===== src/logic/hart_pkg.sv =====
package hart_pkg;

  // data and address width of the hart
  localparam int xlen_w = 32;
  // first fetch address after reset
  localparam logic [xlen_w-1:0] reset_pc = '0;
  // ebreak is the one system instruction the hart accepts, it halts the run
  localparam logic [xlen_w-1:0] ebreak_word = 32'h0010_0073;

  typedef logic [xlen_w-1:0] word_t;
  typedef logic [4:0] reg_addr_t;

  // major opcodes, anything else retires as a trap
  typedef enum logic [6:0] {
    LUI    = 7'b0110111,
    AUIPC  = 7'b0010111,
    JAL    = 7'b1101111,
    JALR   = 7'b1100111,
    BRANCH = 7'b1100011,
    LOAD   = 7'b0000011,
    STORE  = 7'b0100011,
    OP_IMM = 7'b0010011,
    OP     = 7'b0110011,
    SYSTEM = 7'b1110011
  } opcode_e;

  // low three bits follow funct3, bit 3 is the funct7 alternate form
  typedef enum logic [3:0] {
    ALU_ADD    = 4'b0000,
    ALU_SLL    = 4'b0001,
    ALU_SLT    = 4'b0010,
    ALU_SLTU   = 4'b0011,
    ALU_XOR    = 4'b0100,
    ALU_SRL    = 4'b0101,
    ALU_OR     = 4'b0110,
    ALU_AND    = 4'b0111,
    ALU_SUB    = 4'b1000,
    ALU_SRA    = 4'b1101,
    ALU_PASS_B = 4'b1111
  } alu_op_e;

  typedef enum logic [1:0] {WB_ALU, WB_MEM, WB_PC4, WB_IMM} wb_sel_e;

  // source of an execute operand
  typedef enum logic [1:0] {FWD_REG, FWD_MEM, FWD_WB} fwd_sel_e;

  // the six instruction format views of one word
  typedef struct packed {
    logic [6:0] funct7;
    reg_addr_t  rs2, rs1;
    logic [2:0] funct3;
    reg_addr_t  rd;
    logic [6:0] opcode;
  } r_fmt_t;

  typedef struct packed {
    logic [11:0] imm;
    reg_addr_t   rs1;
    logic [2:0]  funct3;
    reg_addr_t   rd;
    logic [6:0]  opcode;
  } i_fmt_t;

  typedef struct packed {
    logic [6:0] imm_hi;
    reg_addr_t  rs2, rs1;
    logic [2:0] funct3;
    logic [4:0] imm_lo;
    logic [6:0] opcode;
  } s_fmt_t;

  typedef struct packed {
    logic       imm12;
    logic [5:0] imm10_5;
    reg_addr_t  rs2, rs1;
    logic [2:0] funct3;
    logic [3:0] imm4_1;
    logic       imm11;
    logic [6:0] opcode;
  } b_fmt_t;

  typedef struct packed {
    logic [19:0] imm;
    reg_addr_t   rd;
    logic [6:0]  opcode;
  } u_fmt_t;

  typedef struct packed {
    logic       imm20;
    logic [9:0] imm10_1;
    logic       imm11;
    logic [7:0] imm19_12;
    reg_addr_t  rd;
    logic [6:0] opcode;
  } j_fmt_t;

  typedef union packed {
    r_fmt_t r;
    i_fmt_t i;
    s_fmt_t s;
    b_fmt_t b;
    u_fmt_t u;
    j_fmt_t j;
  } inst_u;

  typedef struct packed {
    logic    reg_write;
    logic    mem_read;
    logic    mem_write;
    logic    branch;
    logic    jal;
    logic    jalr;
    logic    use_rs1;
    logic    use_rs2;
    logic    alu_src_imm;
    logic    alu_src_pc;
    alu_op_e alu_op;
    wb_sel_e wb_sel;
    logic    trap;
    logic    halt;
  } ctrl_t;

  typedef struct packed {
    logic  valid;
    word_t pc;
    inst_u inst;
  } if_id_t;

  typedef struct packed {
    logic  valid;
    word_t pc;
    inst_u inst;
    ctrl_t ctrl;
    word_t rs1_data;
    word_t rs2_data;
    word_t imm;
  } id_ex_t;

  typedef struct packed {
    logic  valid;
    word_t pc;
    word_t next_pc;
    inst_u inst;
    ctrl_t ctrl;
    word_t alu_result;
    word_t store_data;
    word_t pc_plus4;
    word_t imm;
  } ex_mem_t;

  typedef struct packed {
    logic  valid;
    word_t pc;
    word_t next_pc;
    inst_u inst;
    ctrl_t ctrl;
    word_t rd_data;
  } mem_wb_t;

  typedef struct packed {
    logic      valid;
    word_t     inst;
    logic      trap;
    logic      halt;
    word_t     pc;
    word_t     next_pc;
    reg_addr_t rd_waddr;
    word_t     rd_wdata;
  } retire_t;

endpackage


===== src/logic/hart_fetch.sv =====
`timescale 1ns/1ns
`default_nettype none

module hart_fetch (
  input  logic                     i_clk,
  input  logic                     i_rst,
  input  logic                     i_stall,
  input  logic                     i_flush,
  input  logic                     i_redirect,
  input  hart_pkg::word_t          i_target,
  output hart_pkg::word_t          o_imem_raddr,
  input  hart_pkg::word_t          i_imem_rdata,
  output hart_pkg::if_id_t         o_if_id
);

  hart_pkg::word_t pc_q;

  // instruction memory answers in the same cycle
  assign o_imem_raddr = pc_q;

  always_ff @(posedge i_clk) begin
    if (i_rst) begin
      pc_q          <= hart_pkg::reset_pc;
      o_if_id.valid <= 1'b0;
    end else begin
      // a redirect from execute beats a load-use stall
      if (i_redirect) begin
        pc_q <= i_target;
      end else if (!i_stall) begin
        pc_q <= pc_q + 32'd4;
      end
      // the word fetched this cycle is younger than the taken transfer
      if (i_flush) begin
        o_if_id.valid <= 1'b0;
      end else if (!i_stall) begin
        o_if_id.valid <= 1'b1;
        o_if_id.pc    <= pc_q;
        o_if_id.inst  <= i_imem_rdata;
      end
    end
  end

endmodule

`default_nettype wire


===== src/logic/hart_regfile.sv =====
`timescale 1ns/1ns
`default_nettype none

module hart_regfile (
  input  logic                i_clk,
  input  logic                i_rst,
  input  hart_pkg::reg_addr_t i_rs1_addr,
  input  hart_pkg::reg_addr_t i_rs2_addr,
  output hart_pkg::word_t     o_rs1_data,
  output hart_pkg::word_t     o_rs2_data,
  input  logic                i_rd_wen,
  input  hart_pkg::reg_addr_t i_rd_addr,
  input  hart_pkg::word_t     i_rd_wdata
);

  // x0 has no storage
  hart_pkg::word_t regs [1:31];

  // a read of the register written this cycle sees the new value
  function automatic hart_pkg::word_t read_port(input hart_pkg::reg_addr_t addr);
    if (addr == '0) begin
      return '0;
    end
    if (i_rd_wen && i_rd_addr == addr) begin
      return i_rd_wdata;
    end
    return regs[addr];
  endfunction

  assign o_rs1_data = read_port(i_rs1_addr);
  assign o_rs2_data = read_port(i_rs2_addr);

  always_ff @(posedge i_clk) begin
    if (i_rst) begin
      for (int i = 1; i < 32; i++) begin
        regs[i] <= '0;
      end
    end else if (i_rd_wen) begin
      regs[i_rd_addr] <= i_rd_wdata;
    end
  end

  // writeback drops rd == 0 before it reaches the register file
  a_no_x0_write: assert property (@(posedge i_clk) disable iff (i_rst)
    i_rd_wen |-> i_rd_addr != '0)
    else $error("register file write enabled for x0");

endmodule

`default_nettype wire


===== src/logic/hart_decode.sv =====
`timescale 1ns/1ns
`default_nettype none

module hart_decode (
  input  logic                i_clk,
  input  logic                i_rst,
  input  logic                i_stall,
  input  logic                i_flush,
  input  hart_pkg::if_id_t    i_if_id,
  input  logic                i_wb_wen,
  input  hart_pkg::reg_addr_t i_wb_addr,
  input  hart_pkg::word_t     i_wb_data,
  output hart_pkg::reg_addr_t o_rs1_addr,
  output hart_pkg::reg_addr_t o_rs2_addr,
  output hart_pkg::id_ex_t    o_id_ex
);

  hart_pkg::inst_u inst;
  hart_pkg::ctrl_t ctrl;
  hart_pkg::word_t imm;
  hart_pkg::word_t imm_i, imm_s, imm_b, imm_u, imm_j;
  hart_pkg::word_t rs1_data, rs2_data;
  logic [2:0]      f3;
  logic            alt;
  logic            bad;

  assign inst = i_if_id.inst;
  assign f3   = inst.r.funct3;

  // every immediate format, the opcode picks one below
  assign imm_i = {{20{inst.i.imm[11]}}, inst.i.imm};
  assign imm_s = {{20{inst.s.imm_hi[6]}}, inst.s.imm_hi, inst.s.imm_lo};
  assign imm_b = {{19{inst.b.imm12}}, inst.b.imm12, inst.b.imm11, inst.b.imm10_5,
                  inst.b.imm4_1, 1'b0};
  assign imm_u = {inst.u.imm, 12'b0};
  assign imm_j = {{11{inst.j.imm20}}, inst.j.imm20, inst.j.imm19_12, inst.j.imm11,
                  inst.j.imm10_1, 1'b0};

  always_comb begin
    ctrl = '0;
    imm  = imm_i;
    alt  = 1'b0;
    bad  = 1'b0;
    case (inst.r.opcode)
      hart_pkg::LUI: begin
        ctrl.reg_write   = 1'b1;
        ctrl.alu_src_imm = 1'b1;
        ctrl.alu_op      = hart_pkg::ALU_PASS_B;
        ctrl.wb_sel      = hart_pkg::WB_IMM;
        imm              = imm_u;
      end
      hart_pkg::AUIPC: begin
        ctrl.reg_write   = 1'b1;
        ctrl.alu_src_imm = 1'b1;
        ctrl.alu_src_pc  = 1'b1;
        imm              = imm_u;
      end
      hart_pkg::JAL: begin
        ctrl.reg_write = 1'b1;
        ctrl.jal       = 1'b1;
        ctrl.wb_sel    = hart_pkg::WB_PC4;
        imm            = imm_j;
      end
      hart_pkg::JALR: begin
        ctrl.reg_write = 1'b1;
        ctrl.jalr      = 1'b1;
        ctrl.use_rs1   = 1'b1;
        ctrl.wb_sel    = hart_pkg::WB_PC4;
      end
      hart_pkg::BRANCH: begin
        // funct3 010 and 011 are not branches
        bad          = (f3[2:1] == 2'b01);
        ctrl.branch  = 1'b1;
        ctrl.use_rs1 = 1'b1;
        ctrl.use_rs2 = 1'b1;
        imm          = imm_b;
      end
      hart_pkg::LOAD: begin
        // only lw survives
        bad              = (f3 != 3'b010);
        ctrl.reg_write   = 1'b1;
        ctrl.mem_read    = 1'b1;
        ctrl.use_rs1     = 1'b1;
        ctrl.alu_src_imm = 1'b1;
        ctrl.wb_sel      = hart_pkg::WB_MEM;
      end
      hart_pkg::STORE: begin
        bad              = (f3 != 3'b010);
        ctrl.mem_write   = 1'b1;
        ctrl.use_rs1     = 1'b1;
        ctrl.use_rs2     = 1'b1;
        ctrl.alu_src_imm = 1'b1;
        imm              = imm_s;
      end
      hart_pkg::OP_IMM: begin
        // srai is the only immediate op with an alternate form
        alt              = (f3 == 3'b101) & inst.r.funct7[5];
        ctrl.reg_write   = 1'b1;
        ctrl.use_rs1     = 1'b1;
        ctrl.alu_src_imm = 1'b1;
        ctrl.alu_op      = hart_pkg::alu_op_e'({alt, f3});
      end
      hart_pkg::OP: begin
        alt            = (f3 == 3'b000 || f3 == 3'b101) & inst.r.funct7[5];
        ctrl.reg_write = 1'b1;
        ctrl.use_rs1   = 1'b1;
        ctrl.use_rs2   = 1'b1;
        ctrl.alu_op    = hart_pkg::alu_op_e'({alt, f3});
      end
      hart_pkg::SYSTEM: begin
        bad       = (inst != hart_pkg::ebreak_word);
        ctrl.halt = 1'b1;
      end
      default: bad = 1'b1;
    endcase
    // a trap has no side effects at all, it only retires
    if (bad) begin
      ctrl      = '0;
      ctrl.trap = 1'b1;
    end
  end

  hart_regfile u_regfile (
    .i_clk      (i_clk),
    .i_rst      (i_rst),
    .i_rs1_addr (inst.r.rs1),
    .i_rs2_addr (inst.r.rs2),
    .o_rs1_data (rs1_data),
    .o_rs2_data (rs2_data),
    .i_rd_wen   (i_wb_wen),
    .i_rd_addr  (i_wb_addr),
    .i_rd_wdata (i_wb_data)
  );

  // hazard unit only sees sources this instruction really reads
  assign o_rs1_addr = (i_if_id.valid && ctrl.use_rs1) ? inst.r.rs1 : '0;
  assign o_rs2_addr = (i_if_id.valid && ctrl.use_rs2) ? inst.r.rs2 : '0;

  always_ff @(posedge i_clk) begin
    // a stall or flush sends a bubble into execute
    if (i_rst || i_stall || i_flush) begin
      o_id_ex.valid <= 1'b0;
    end else begin
      o_id_ex.valid    <= i_if_id.valid;
      o_id_ex.pc       <= i_if_id.pc;
      o_id_ex.inst     <= inst;
      o_id_ex.ctrl     <= ctrl;
      o_id_ex.rs1_data <= rs1_data;
      o_id_ex.rs2_data <= rs2_data;
      o_id_ex.imm      <= imm;
    end
  end

  a_one_mem_op: assert property (@(posedge i_clk) disable iff (i_rst)
    o_id_ex.valid |-> !(o_id_ex.ctrl.mem_read && o_id_ex.ctrl.mem_write))
    else $error("load and store decoded for one instruction");

endmodule

`default_nettype wire


===== src/logic/hart_hazard.sv =====
`timescale 1ns/1ns
`default_nettype none

module hart_hazard (
  input  logic                i_clk,
  input  logic                i_rst,
  input  hart_pkg::reg_addr_t i_rs1_addr,
  input  hart_pkg::reg_addr_t i_rs2_addr,
  input  hart_pkg::id_ex_t    i_id_ex,
  input  hart_pkg::ex_mem_t   i_ex_mem,
  input  hart_pkg::mem_wb_t   i_mem_wb,
  input  logic                i_redirect,
  output logic                o_stall,
  output logic                o_flush,
  output hart_pkg::fwd_sel_e  o_fwd_a_sel,
  output hart_pkg::fwd_sel_e  o_fwd_b_sel
);

  hart_pkg::reg_addr_t ex_rd;

  // the memory stage holds the younger result so it is checked last
  function automatic hart_pkg::fwd_sel_e pick(input hart_pkg::reg_addr_t src,
                                              input logic used);
    hart_pkg::fwd_sel_e sel;
    sel = hart_pkg::FWD_REG;
    if (used && src != '0) begin
      if (i_mem_wb.valid && i_mem_wb.ctrl.reg_write && i_mem_wb.inst.r.rd == src) begin
        sel = hart_pkg::FWD_WB;
      end
      if (i_ex_mem.valid && i_ex_mem.ctrl.reg_write && i_ex_mem.inst.r.rd == src) begin
        sel = hart_pkg::FWD_MEM;
      end
    end
    return sel;
  endfunction

  assign ex_rd = i_id_ex.inst.r.rd;

  // decode zeroes unused sources, so a nonzero match is a real dependence
  assign o_stall = i_id_ex.valid && i_id_ex.ctrl.mem_read && ex_rd != '0 &&
                   (ex_rd == i_rs1_addr || ex_rd == i_rs2_addr);

  assign o_flush = i_redirect;

  always_comb begin
    o_fwd_a_sel = pick(i_id_ex.inst.r.rs1, i_id_ex.ctrl.use_rs1);
    o_fwd_b_sel = pick(i_id_ex.inst.r.rs2, i_id_ex.ctrl.use_rs2);
  end

  // a flush empties decode, so nothing can ask for a stall right after it
  a_flush_then_no_stall: assert property (@(posedge i_clk) disable iff (i_rst)
    o_flush |=> !o_stall)
    else $error("load-use stall raised on a flushed instruction");

endmodule

`default_nettype wire


===== src/logic/hart_execute.sv =====
`timescale 1ns/1ns
`default_nettype none

module hart_execute (
  input  logic               i_clk,
  input  logic               i_rst,
  input  hart_pkg::id_ex_t   i_id_ex,
  input  hart_pkg::fwd_sel_e i_fwd_a_sel,
  input  hart_pkg::fwd_sel_e i_fwd_b_sel,
  input  hart_pkg::word_t    i_mem_fwd,
  input  hart_pkg::word_t    i_wb_fwd,
  output logic               o_redirect,
  output hart_pkg::word_t    o_target,
  output hart_pkg::ex_mem_t  o_ex_mem
);

  hart_pkg::word_t rs1_val, rs2_val;
  hart_pkg::word_t alu_a, alu_b, alu_y;
  hart_pkg::word_t pc_plus4;
  logic [2:0]      f3;
  logic            cond;
  logic            taken;

  function automatic hart_pkg::word_t fwd(input hart_pkg::fwd_sel_e sel,
                                          input hart_pkg::word_t reg_val);
    case (sel)
      hart_pkg::FWD_MEM: return i_mem_fwd;
      hart_pkg::FWD_WB:  return i_wb_fwd;
      default:           return reg_val;
    endcase
  endfunction

  assign rs1_val = fwd(i_fwd_a_sel, i_id_ex.rs1_data);
  assign rs2_val = fwd(i_fwd_b_sel, i_id_ex.rs2_data);

  // auipc adds to the pc, every I, S and U form takes the immediate
  assign alu_a = i_id_ex.ctrl.alu_src_pc ? i_id_ex.pc : rs1_val;
  assign alu_b = i_id_ex.ctrl.alu_src_imm ? i_id_ex.imm : rs2_val;

  always_comb begin
    case (i_id_ex.ctrl.alu_op)
      hart_pkg::ALU_SUB:    alu_y = alu_a - alu_b;
      hart_pkg::ALU_SLL:    alu_y = alu_a << alu_b[4:0];
      hart_pkg::ALU_SLT:    alu_y = {31'b0, $signed(alu_a) < $signed(alu_b)};
      hart_pkg::ALU_SLTU:   alu_y = {31'b0, alu_a < alu_b};
      hart_pkg::ALU_XOR:    alu_y = alu_a ^ alu_b;
      hart_pkg::ALU_SRL:    alu_y = alu_a >> alu_b[4:0];
      hart_pkg::ALU_SRA:    alu_y = $signed(alu_a) >>> alu_b[4:0];
      hart_pkg::ALU_OR:     alu_y = alu_a | alu_b;
      hart_pkg::ALU_AND:    alu_y = alu_a & alu_b;
      hart_pkg::ALU_PASS_B: alu_y = alu_b;
      default:              alu_y = alu_a + alu_b;
    endcase
  end

  // funct3 bit 2 picks less-than over equal, bit 1 unsigned, bit 0 inverts
  assign f3 = i_id_ex.inst.b.funct3;
  always_comb begin
    if (!f3[2]) begin
      cond = (rs1_val == rs2_val);
    end else if (f3[1]) begin
      cond = (rs1_val < rs2_val);
    end else begin
      cond = ($signed(rs1_val) < $signed(rs2_val));
    end
    cond = cond ^ f3[0];
  end

  assign taken = i_id_ex.ctrl.jal | i_id_ex.ctrl.jalr | (i_id_ex.ctrl.branch & cond);
  assign o_redirect = i_id_ex.valid & taken;
  assign pc_plus4   = i_id_ex.pc + 32'd4;

  // jalr clears bit 0 of its sum
  assign o_target = i_id_ex.ctrl.jalr ? ((rs1_val + i_id_ex.imm) & ~32'd1)
                                      : (i_id_ex.pc + i_id_ex.imm);

  always_ff @(posedge i_clk) begin
    if (i_rst) begin
      o_ex_mem.valid <= 1'b0;
    end else begin
      o_ex_mem.valid      <= i_id_ex.valid;
      o_ex_mem.pc         <= i_id_ex.pc;
      o_ex_mem.next_pc    <= taken ? o_target : pc_plus4;
      o_ex_mem.inst       <= i_id_ex.inst;
      o_ex_mem.ctrl       <= i_id_ex.ctrl;
      o_ex_mem.alu_result <= alu_y;
      o_ex_mem.store_data <= rs2_val;
      o_ex_mem.pc_plus4   <= pc_plus4;
      o_ex_mem.imm        <= i_id_ex.imm;
    end
  end

endmodule

`default_nettype wire


===== src/logic/hart_memwb.sv =====
`timescale 1ns/1ns
`default_nettype none

module hart_memwb (
  input  logic                i_clk,
  input  logic                i_rst,
  input  hart_pkg::ex_mem_t   i_ex_mem,
  output hart_pkg::word_t     o_dmem_addr,
  output logic                o_dmem_ren,
  output logic                o_dmem_wen,
  output hart_pkg::word_t     o_dmem_wdata,
  input  hart_pkg::word_t     i_dmem_rdata,
  output hart_pkg::word_t     o_mem_fwd,
  output hart_pkg::mem_wb_t   o_mem_wb,
  output logic                o_wb_wen,
  output hart_pkg::reg_addr_t o_wb_addr,
  output hart_pkg::word_t     o_wb_data,
  output hart_pkg::retire_t   o_retire
);

  hart_pkg::word_t rd_data;
  logic            halted_q;
  logic            stop;

  // once ebreak reaches writeback nothing younger may touch state
  assign stop = halted_q | (o_mem_wb.valid & o_mem_wb.ctrl.halt);

  assign o_dmem_addr  = i_ex_mem.alu_result;
  assign o_dmem_ren   = i_ex_mem.valid & i_ex_mem.ctrl.mem_read & ~stop;
  assign o_dmem_wen   = i_ex_mem.valid & i_ex_mem.ctrl.mem_write & ~stop;
  assign o_dmem_wdata = i_ex_mem.store_data;

  always_comb begin
    case (i_ex_mem.ctrl.wb_sel)
      hart_pkg::WB_MEM: rd_data = i_dmem_rdata;
      hart_pkg::WB_PC4: rd_data = i_ex_mem.pc_plus4;
      hart_pkg::WB_IMM: rd_data = i_ex_mem.imm;
      default:          rd_data = i_ex_mem.alu_result;
    endcase
  end

  // load data is already here since the data read is combinational
  assign o_mem_fwd = rd_data;

  always_ff @(posedge i_clk) begin
    if (i_rst) begin
      o_mem_wb.valid <= 1'b0;
      halted_q       <= 1'b0;
    end else begin
      o_mem_wb.valid   <= i_ex_mem.valid;
      o_mem_wb.pc      <= i_ex_mem.pc;
      o_mem_wb.next_pc <= i_ex_mem.next_pc;
      o_mem_wb.inst    <= i_ex_mem.inst;
      o_mem_wb.ctrl    <= i_ex_mem.ctrl;
      o_mem_wb.rd_data <= rd_data;
      halted_q         <= stop;
    end
  end

  assign o_wb_wen  = o_mem_wb.valid & o_mem_wb.ctrl.reg_write & ~halted_q &
                     (o_mem_wb.inst.r.rd != '0);
  assign o_wb_addr = o_mem_wb.inst.r.rd;
  assign o_wb_data = o_mem_wb.rd_data;

  // instructions that write nothing report rd and data as zero
  always_comb begin
    o_retire.valid    = o_mem_wb.valid & ~halted_q;
    o_retire.inst     = o_mem_wb.inst;
    o_retire.trap     = o_mem_wb.ctrl.trap;
    o_retire.halt     = o_mem_wb.ctrl.halt;
    o_retire.pc       = o_mem_wb.pc;
    o_retire.next_pc  = o_mem_wb.next_pc;
    o_retire.rd_waddr = o_wb_wen ? o_wb_addr : '0;
    o_retire.rd_wdata = o_wb_wen ? o_wb_data : '0;
  end

  a_dmem_one_op: assert property (@(posedge i_clk) disable iff (i_rst)
    !(o_dmem_ren && o_dmem_wen))
    else $error("data memory read and write in one cycle");

endmodule

`default_nettype wire


===== src/logic/hart.sv =====
`timescale 1ns/1ns
`default_nettype none

module hart (
  input  logic              i_clk,
  input  logic              i_rst,
  output hart_pkg::word_t   o_imem_raddr,
  input  hart_pkg::word_t   i_imem_rdata,
  output hart_pkg::word_t   o_dmem_addr,
  output logic              o_dmem_ren,
  output logic              o_dmem_wen,
  output hart_pkg::word_t   o_dmem_wdata,
  input  hart_pkg::word_t   i_dmem_rdata,
  output hart_pkg::retire_t o_retire
);

  // pipeline registers, each driven by the stage that owns it
  hart_pkg::if_id_t    if_id;
  hart_pkg::id_ex_t    id_ex;
  hart_pkg::ex_mem_t   ex_mem;
  hart_pkg::mem_wb_t   mem_wb;

  // hazard and redirect levels between stages
  logic                stall;
  logic                flush;
  logic                redirect;
  hart_pkg::word_t     target;
  hart_pkg::reg_addr_t rs1_addr;
  hart_pkg::reg_addr_t rs2_addr;
  hart_pkg::fwd_sel_e  fwd_a_sel;
  hart_pkg::fwd_sel_e  fwd_b_sel;

  // results fed back to execute and to the register file
  hart_pkg::word_t     mem_fwd;
  logic                wb_wen;
  hart_pkg::reg_addr_t wb_addr;
  hart_pkg::word_t     wb_data;

  hart_fetch u_fetch (
    .i_clk        (i_clk),
    .i_rst        (i_rst),
    .i_stall      (stall),
    .i_flush      (flush),
    .i_redirect   (redirect),
    .i_target     (target),
    .o_imem_raddr (o_imem_raddr),
    .i_imem_rdata (i_imem_rdata),
    .o_if_id      (if_id)
  );

  hart_decode u_decode (
    .i_clk      (i_clk),
    .i_rst      (i_rst),
    .i_stall    (stall),
    .i_flush    (flush),
    .i_if_id    (if_id),
    .i_wb_wen   (wb_wen),
    .i_wb_addr  (wb_addr),
    .i_wb_data  (wb_data),
    .o_rs1_addr (rs1_addr),
    .o_rs2_addr (rs2_addr),
    .o_id_ex    (id_ex)
  );

  hart_hazard u_hazard (
    .i_clk       (i_clk),
    .i_rst       (i_rst),
    .i_rs1_addr  (rs1_addr),
    .i_rs2_addr  (rs2_addr),
    .i_id_ex     (id_ex),
    .i_ex_mem    (ex_mem),
    .i_mem_wb    (mem_wb),
    .i_redirect  (redirect),
    .o_stall     (stall),
    .o_flush     (flush),
    .o_fwd_a_sel (fwd_a_sel),
    .o_fwd_b_sel (fwd_b_sel)
  );

  hart_execute u_execute (
    .i_clk       (i_clk),
    .i_rst       (i_rst),
    .i_id_ex     (id_ex),
    .i_fwd_a_sel (fwd_a_sel),
    .i_fwd_b_sel (fwd_b_sel),
    .i_mem_fwd   (mem_fwd),
    .i_wb_fwd    (wb_data),
    .o_redirect  (redirect),
    .o_target    (target),
    .o_ex_mem    (ex_mem)
  );

  hart_memwb u_memwb (
    .i_clk        (i_clk),
    .i_rst        (i_rst),
    .i_ex_mem     (ex_mem),
    .o_dmem_addr  (o_dmem_addr),
    .o_dmem_ren   (o_dmem_ren),
    .o_dmem_wen   (o_dmem_wen),
    .o_dmem_wdata (o_dmem_wdata),
    .i_dmem_rdata (i_dmem_rdata),
    .o_mem_fwd    (mem_fwd),
    .o_mem_wb     (mem_wb),
    .o_wb_wen     (wb_wen),
    .o_wb_addr    (wb_addr),
    .o_wb_data    (wb_data),
    .o_retire     (o_retire)
  );

endmodule

`default_nettype wire


===== config.mk =====
export PLATFORM = sky130hd
export DESIGN_NAME = hart
export DESIGN_NICKNAME = d
export VERILOG_FILES = /design/src/logic/hart_pkg.sv /design/src/logic/hart_fetch.sv /design/src/logic/hart_regfile.sv /design/src/logic/hart_decode.sv /design/src/logic/hart_hazard.sv /design/src/logic/hart_execute.sv /design/src/logic/hart_memwb.sv /design/src/logic/hart.sv
export SDC_FILE = /design/constraint.sdc
export NUM_CORES = 2
export LEC_CHECK = 0
export BUFFER_PORTS_ARGS = -buffer_cell sky130_fd_sc_hd__buf_2
export CORE_MARGIN = 2
export CORE_UTILIZATION = 45
export DETAILED_ROUTE_END_ITERATION = 10
export HOLD_SLACK_MARGIN = 0.06
export PLACE_DENSITY = 0.62
export SLEW_MARGIN = 20
export SYNTH_ARGS = -nofsm -noshare
export SYNTH_HDL_FRONTEND = slang
export SYNTH_HIERARCHICAL = 1
export SYNTH_SLANG_ARGS = --single-unit

===== constraint.sdc =====
create_clock -name i_clk -period 24.4 [get_ports i_clk]
set_input_delay 2.44 -clock i_clk [delete_from_list [all_inputs] [get_ports i_clk]]
set_output_delay 2.44 -clock i_clk [all_outputs]
set_load 0.01 [all_outputs]

[After elaboration in Yosys (flattened, before gate mapping)]
Memories as Yosys holds them, arrays and structs flattened. A register that Yosys moved wholly into a read port is not among the register bits.
Index checks and enable logic that the tools add are counted.
Cells by class
  bitwise operators: 25
  shift operators: 3
  reduce and logical (&&, ||, !) cells: 37
  muxes and demuxes: 62
  $lt $le $gt $ge: 4
  $add $sub $neg: 6
  equality and inequality tests: 41
Operators with widths (count)
  $mux W32: 16
  $pmux W32 S10: 1
  $lt A32 B32 Y1: 4
  $pmux W32 S2: 2
  $pmux W31 S4: 1
  $add A32 B32 Y32: 3
  $pmux W32 S3: 1
  $add A32 B3 Y32 const B: 2
  $eq A5 B5 Y1: 8
  $and A32 B32 Y32: 1
  $eq A32 B32 Y1: 1
  $ne A32 B21 Y1 const B: 1
  $or A32 B32 Y32: 1
  $reduce_or A32 Y1: 1
  $shl A32 B5 Y32: 1
  $shr A32 B5 Y32: 1
  $sshr A32 B5 Y32: 1
  $sub A32 B32 Y32: 1
  $xor A32 B32 Y32: 1
  $mux W5: 6
  $eq A7 B7 Y1 const B: 4
  $mux W1: 25
  $eq A7 B6 Y1 const B: 3
  $reduce_bool A5 Y1: 4
  30 further kinds: 88
Storage, ports and cells
  RAM bits: 992
  word-level logic and storage cells: 226
  register bits after elaboration: 641
  input port bits: 66
  output and inout bits: 234
  memories: 1
Memories
  u_decode.u_regfile.regs: depth 31, width 32, rd ports 2, clocked after memory_dff 2, write ports 31, line hart_regfile.sv:17  | hart_pkg::word_t regs [1:31];

[Longest topological paths before layout]
  depth in word-level cells: 17
  gate-level depth with buffers: 25

[Cells and area by module]
Netlist, hierarchy kept.
By module, submodules not included
  hart_regfile: area each 55356.8 um^2, times used 1, cells an instance 3781
  hart_execute: area each 23734.0 um^2, times used 1, cells an instance 2783
  hart_memwb: area each 7358.3 um^2, times used 1, cells an instance 483
  hart_decode: area each 6273.5 um^2, times used 1, cells an instance 334
  hart_fetch: area each 3799.9 um^2, times used 1, cells an instance 286
  hart_hazard: area each 419.2 um^2, times used 1, cells an instance 55

[Worst setup path before layout]
No wires, ideal clock.
  path type: in2reg
  start: input i_dmem_rdata[14]
  end: register u_decode/o_id_ex[178] (netlist bit)
  slack: 5852 ps
  buffers on the path: 2
  stages on the path: 16
  data arrival time: 18420 ps
  library setup time: 128 ps
  data required time: 24272 ps
  cell sequence: mux4_2 a22o_1 mux2_2 ha_1 nand4_1 nor4_1 o21ai_1 a41o_1 a21oi_1 mux2i_1 nor4_4 buf_4 nor2b_1 buf_4 nor3_1 and2_1
On the way
  cells in the longest elaborated chain, start to end: 10
  elaborated cells between the ends (all ways): 13
  those cells by class: order compare (2); eq/ne (1); mux (5); bitwise (4); reduce/logical (1)
RTL lines
  start, declared: line hart.sv:13  | input hart_pkg::word_t i_dmem_rdata,
  $pmux W32 S3 *: line hart_memwb.sv:34  | case (i_ex_mem.ctrl.wb_sel)
  $pmux W32 S2: line hart_execute.sv:26  | case (sel)
  $lt A32 B32 Y1, on equally long branches: line hart_execute.sv:64, hart_execute.sv:62
  $mux W1: line hart_execute.sv:61  | end else if (f3[1]) begin
  $mux W1 *: line hart_execute.sv:59  | if (!f3[2]) begin
  $xor A1 B1 Y1 *: line hart_execute.sv:66  | cond = cond ^ f3[0];
  $and A1 B1 Y1 *: line hart_execute.sv:69  | assign taken = i_id_ex.ctrl.jal | i_id_ex.ctrl.jalr | (i_id_ex.ctrl.branch & cond);
  $or A1 B1 Y1 *: line hart_execute.sv:69
  $and A1 B1 Y1 *: line hart_execute.sv:70  | assign o_redirect = i_id_ex.valid & taken;
  named net redirect: line hart.sv:26  | logic redirect;
  $logic_or A1 B1 Y1 *: line hart_decode.sv:141  | if (i_rst || i_stall || i_flush) begin
  end, declared: line hart_decode.sv:15  | output hart_pkg::id_ex_t o_id_ex
The timed path passes the listed nets; every way through them passes the cells marked *.
A chain may end at the register's enable or synchronous reset.

[Final worst setup path]
  start: register u_decode/o_id_ex[130] (netlist bit)
  end: register u_execute/o_ex_mem[127] (netlist bit), data pin
On the way
  cells in the longest elaborated chain, start to end: 10
  elaborated cells between the ends (all ways): 22
  those cells by class: add/sub (2); eq/ne (4); shift (3); mux (6); bitwise (3); reduce/logical (4)
RTL lines
  $eq A5 B5 Y1: line hart_hazard.sv:27  | if (i_mem_wb.valid && i_mem_wb.ctrl.reg_write && i_mem_wb.inst.r.rd == src) begin
  $logic_and A1 B1 Y1: line hart_hazard.sv:27
  $mux W2: line hart_hazard.sv:27
  $mux W2: line hart_hazard.sv:30  | if (i_ex_mem.valid && i_ex_mem.ctrl.reg_write && i_ex_mem.inst.r.rd == src) begin
  $mux W2 *: line hart_hazard.sv:26  | if (used && src != '0) begin
  named net fwd_a_sel[1]: line hart.sv:30  | hart_pkg::fwd_sel_e fwd_a_sel;
  $eq A2 B2 Y1 / $eq A2 B1 Y1 (equally long branches): line hart_execute.sv:26
  $pmux W32 S2 *: line hart_execute.sv:26
  $mux W32 *: line hart_execute.sv:37  | assign alu_a = i_id_ex.ctrl.alu_src_pc ? i_id_ex.pc : rs1_val;
  $add A32 B32 Y32 (tied with other cells): line hart_execute.sv:52  | default: alu_y = alu_a + alu_b;
  $pmux W32 S10 *: line hart_execute.sv:41  | case (i_id_ex.ctrl.alu_op)
  named net u_execute.alu_y[31]: line hart_execute.sv:18  | hart_pkg::word_t alu_a, alu_b, alu_y;
  end, declared: line hart_execute.sv:14  | output hart_pkg::ex_mem_t o_ex_mem
Marks and branches as above.

==> impl_metrics.ini <==
[timing]
setup_viol_count_final = 0
timing.final.ws_setup_ns = 16.78
rsz0062_at_grt = false
skew_ns = 0.0414
finalHoldViolCount = 0
maxSlewHeadroom = 0.123
setup_tns_ns = 0
slew_violations = 0
tightest_slew_ns = 1.30
max_clock_freq_mhz = 131
period_needed_ns = 7.62
timing.final.crit_share = 0.312

[job]
drv_cap = 0

[drt]
wl_mm = 375
dr.pass1.iters = 9
drc = 0
postRouteAntennaNets = 0
wl_per_cell_um = 35.5
vias = 70300
viasPerCell = 6.65
drt-initial-drc-count = 10500

[clock_tree]
post_cts_resize_count = 0
htreeDepth = 4
clock_path_buffers = 3
post_cts_buffers = 0
clkTransAtPathRegs_ns = 0.06
cts_sinks = 1662
clk_latency_ns = 0.86
cts_tree = built
cts_buffers = 180
holdBufCountCts = 0
cts-root-buf = clkbuf_16

[finish]
layout.nets = 7837
design_area_sq_um = 105000
drive_gt1_frac = 0.195
fillers = 18400
post-route-util = 0.493
area_delta_synth_final_pct = 8.81

[worst_setup_path]
crit_required_ns = 24.97
path_class = register to register
startpoint_type = register
worst_setup_path_end_kind = register
crit_fanout = 54
crit_arrival_ns = 8.19

[power]
power.density_nw_per_um2 = 74.6
seqPwrFrac = 0.445
peakVddDrop_v = 0.0000616
power_uw = 7810
power_frac_comb = 0.196
switchingPower_uw = 2400
p_sw_frac = 0.308
p_int_uw = 5400
p_leak_uw = 0.0387
pwr-share-clk = 0.359

[placed_design]
place.gp.congestion = 1.01
dp_hpwl_mm = 253
io_buffers = 299
place_area_sq_um = 98600
place_ws_ns = 16.33

[die]
die_y_um = 466
fp.dieW_um = 466
initial_core_util = 0.453
core_sq_um = 212000
num_io_pins = 300
num_rows = 169
die-area_sq_um = 217000

[grt]
track_usage = 0.336
grt_pass1_wl_mm = 517
grt_max_degree = 155
grt_pass1_vias = 65900
grt_overflow_total = 0
grt_antenna_before_repair = 27

[synth]
synthesis.area_sq_um = 96200
syn_area_per_cell_sq_um = 12.5
yosysWarnings = 6
synth_fp_nets = 7962
syn_inst = 7696

[worst_hold_path]
min_path_type = register to register

[outcome]
status = completed
==> final cells by class <==
cell class | instances | area [sq um] | share of cell area
sequential | 1662 | 49500 | 0.473
multi-input combinational | 5000 | 41400 | 0.396
clock buffer | 220 | 4680 | 0.0447
tap | 2821 | 3530 | 0.0337
timing repair buffer | 532 | 3340 | 0.0320
clock inverter | 120 | 1310 | 0.0125
inverter | 195 | 749 | 0.00716
antenna | 20 | 50.0 | 0.000478
==> final timing paths <==
path,from,to,slack [ns],cells after the start
setup reg to reg,u_decode/o_id_ex[130],u_execute/o_ex_mem[127],16.78,19
setup / recovery,u_decode/o_id_ex[130],u_execute/o_ex_mem[127],16.78,19
hold / removal,u_execute/o_ex_mem[234],u_memwb/o_mem_wb[138],0.39,0
hold reg to reg,u_execute/o_ex_mem[234],u_memwb/o_mem_wb[138],0.39,0
==> critical path: stages, from the launching register on <==
cell and delay, ns:
edfxtp_1 0.46, or4_1 0.56, o21ai_2 0.16, nor4_1 0.07, o21a_1 0.13, ha_2 0.32, buf_4 0.54, nand2b_1 0.72
o221a_2 0.66, ha_1 0.36, or2_2 0.32, a21oi_1 0.37, o41ai_1 0.17, o2111a_1 0.33, o211ai_1 0.45, o21ai_1 0.19
nor3_1 0.60, a2111oi_0 0.27, a2111oi_0 0.43, o21ai_1 0.12
==> per-stage QoR <==
| step | hold slack (ns) | instances |
|---|---|---|
| floorplan | 0.400 | 7696 |
| global placement | 0.400 | 10200 |
| detailed placement | 0.405 | 10200 |
| CTS | 0.394 | 10500 |
| global route | 0.420 | 10600 |
| finish | 0.390 | 10600 |
==> placed cells by master (no fill, tap or decap), drive strengths merged, types with 29 or more instances in the layout <==
master / instances
nand3: 66
ha: 196
o221ai: 56
o211ai: 32
a22oi: 136
a21oi: 309
a211oi: 97
xor2: 44
mux2: 96
dfxtp: 37
or2: 50
nand4: 36
a32o: 35
a22o: 33
o22ai: 90
nor3: 126
a221oi: 29
nand4b: 35
nor2: 345
clkbuf: 221
mux4: 448
nor2b: 34
nand2: 390
nand2b: 47
and3: 43
xnor2: 111
inv: 205
and2: 1020
a31oi: 50
buf: 531
edfxtp: 1625
clkinv: 83
o21ai: 304
a221o: 37
mux2i: 320
a21o: 56
==> metal layers <==
metal / track usage / wire length (um) / vias to the layer above
met5: 0 / 122 / -
met4: 0.171 / 21900 / 16
met3: 0.0859 / 44300 / 853
met2: 0.511 / 168000 / 4942
met1: 0.445 / 141000 / 35700
li1: - / - / 28900
==> registers in the layout, indices dropped and copies added (netlist names) <==
register                 flops
u_fetch/o_imem_raddr        32
u_decode/o_id_ex           178
u_execute/o_ex_mem         230
u_memwb/halted_q             1
u_memwb/o_wb_data           32
u_fetch/o_if_id             65
u_decode/u_regfile/regs   1024
u_memwb/o_mem_wb           100
==> power groups by stage <==
stage	clock [uW]	sequential (uW)	combinational, uW
2_1_floorplan	0	3440	973
3_3_place_gp	0	3520	1460
3_5_place_dp	0	3530	1470
4_1_cts	2830	3470	1470
5_1_grt	2940	3480	1590
6_report	2800	3470	1530
Power figures use the tool's default switching activity.
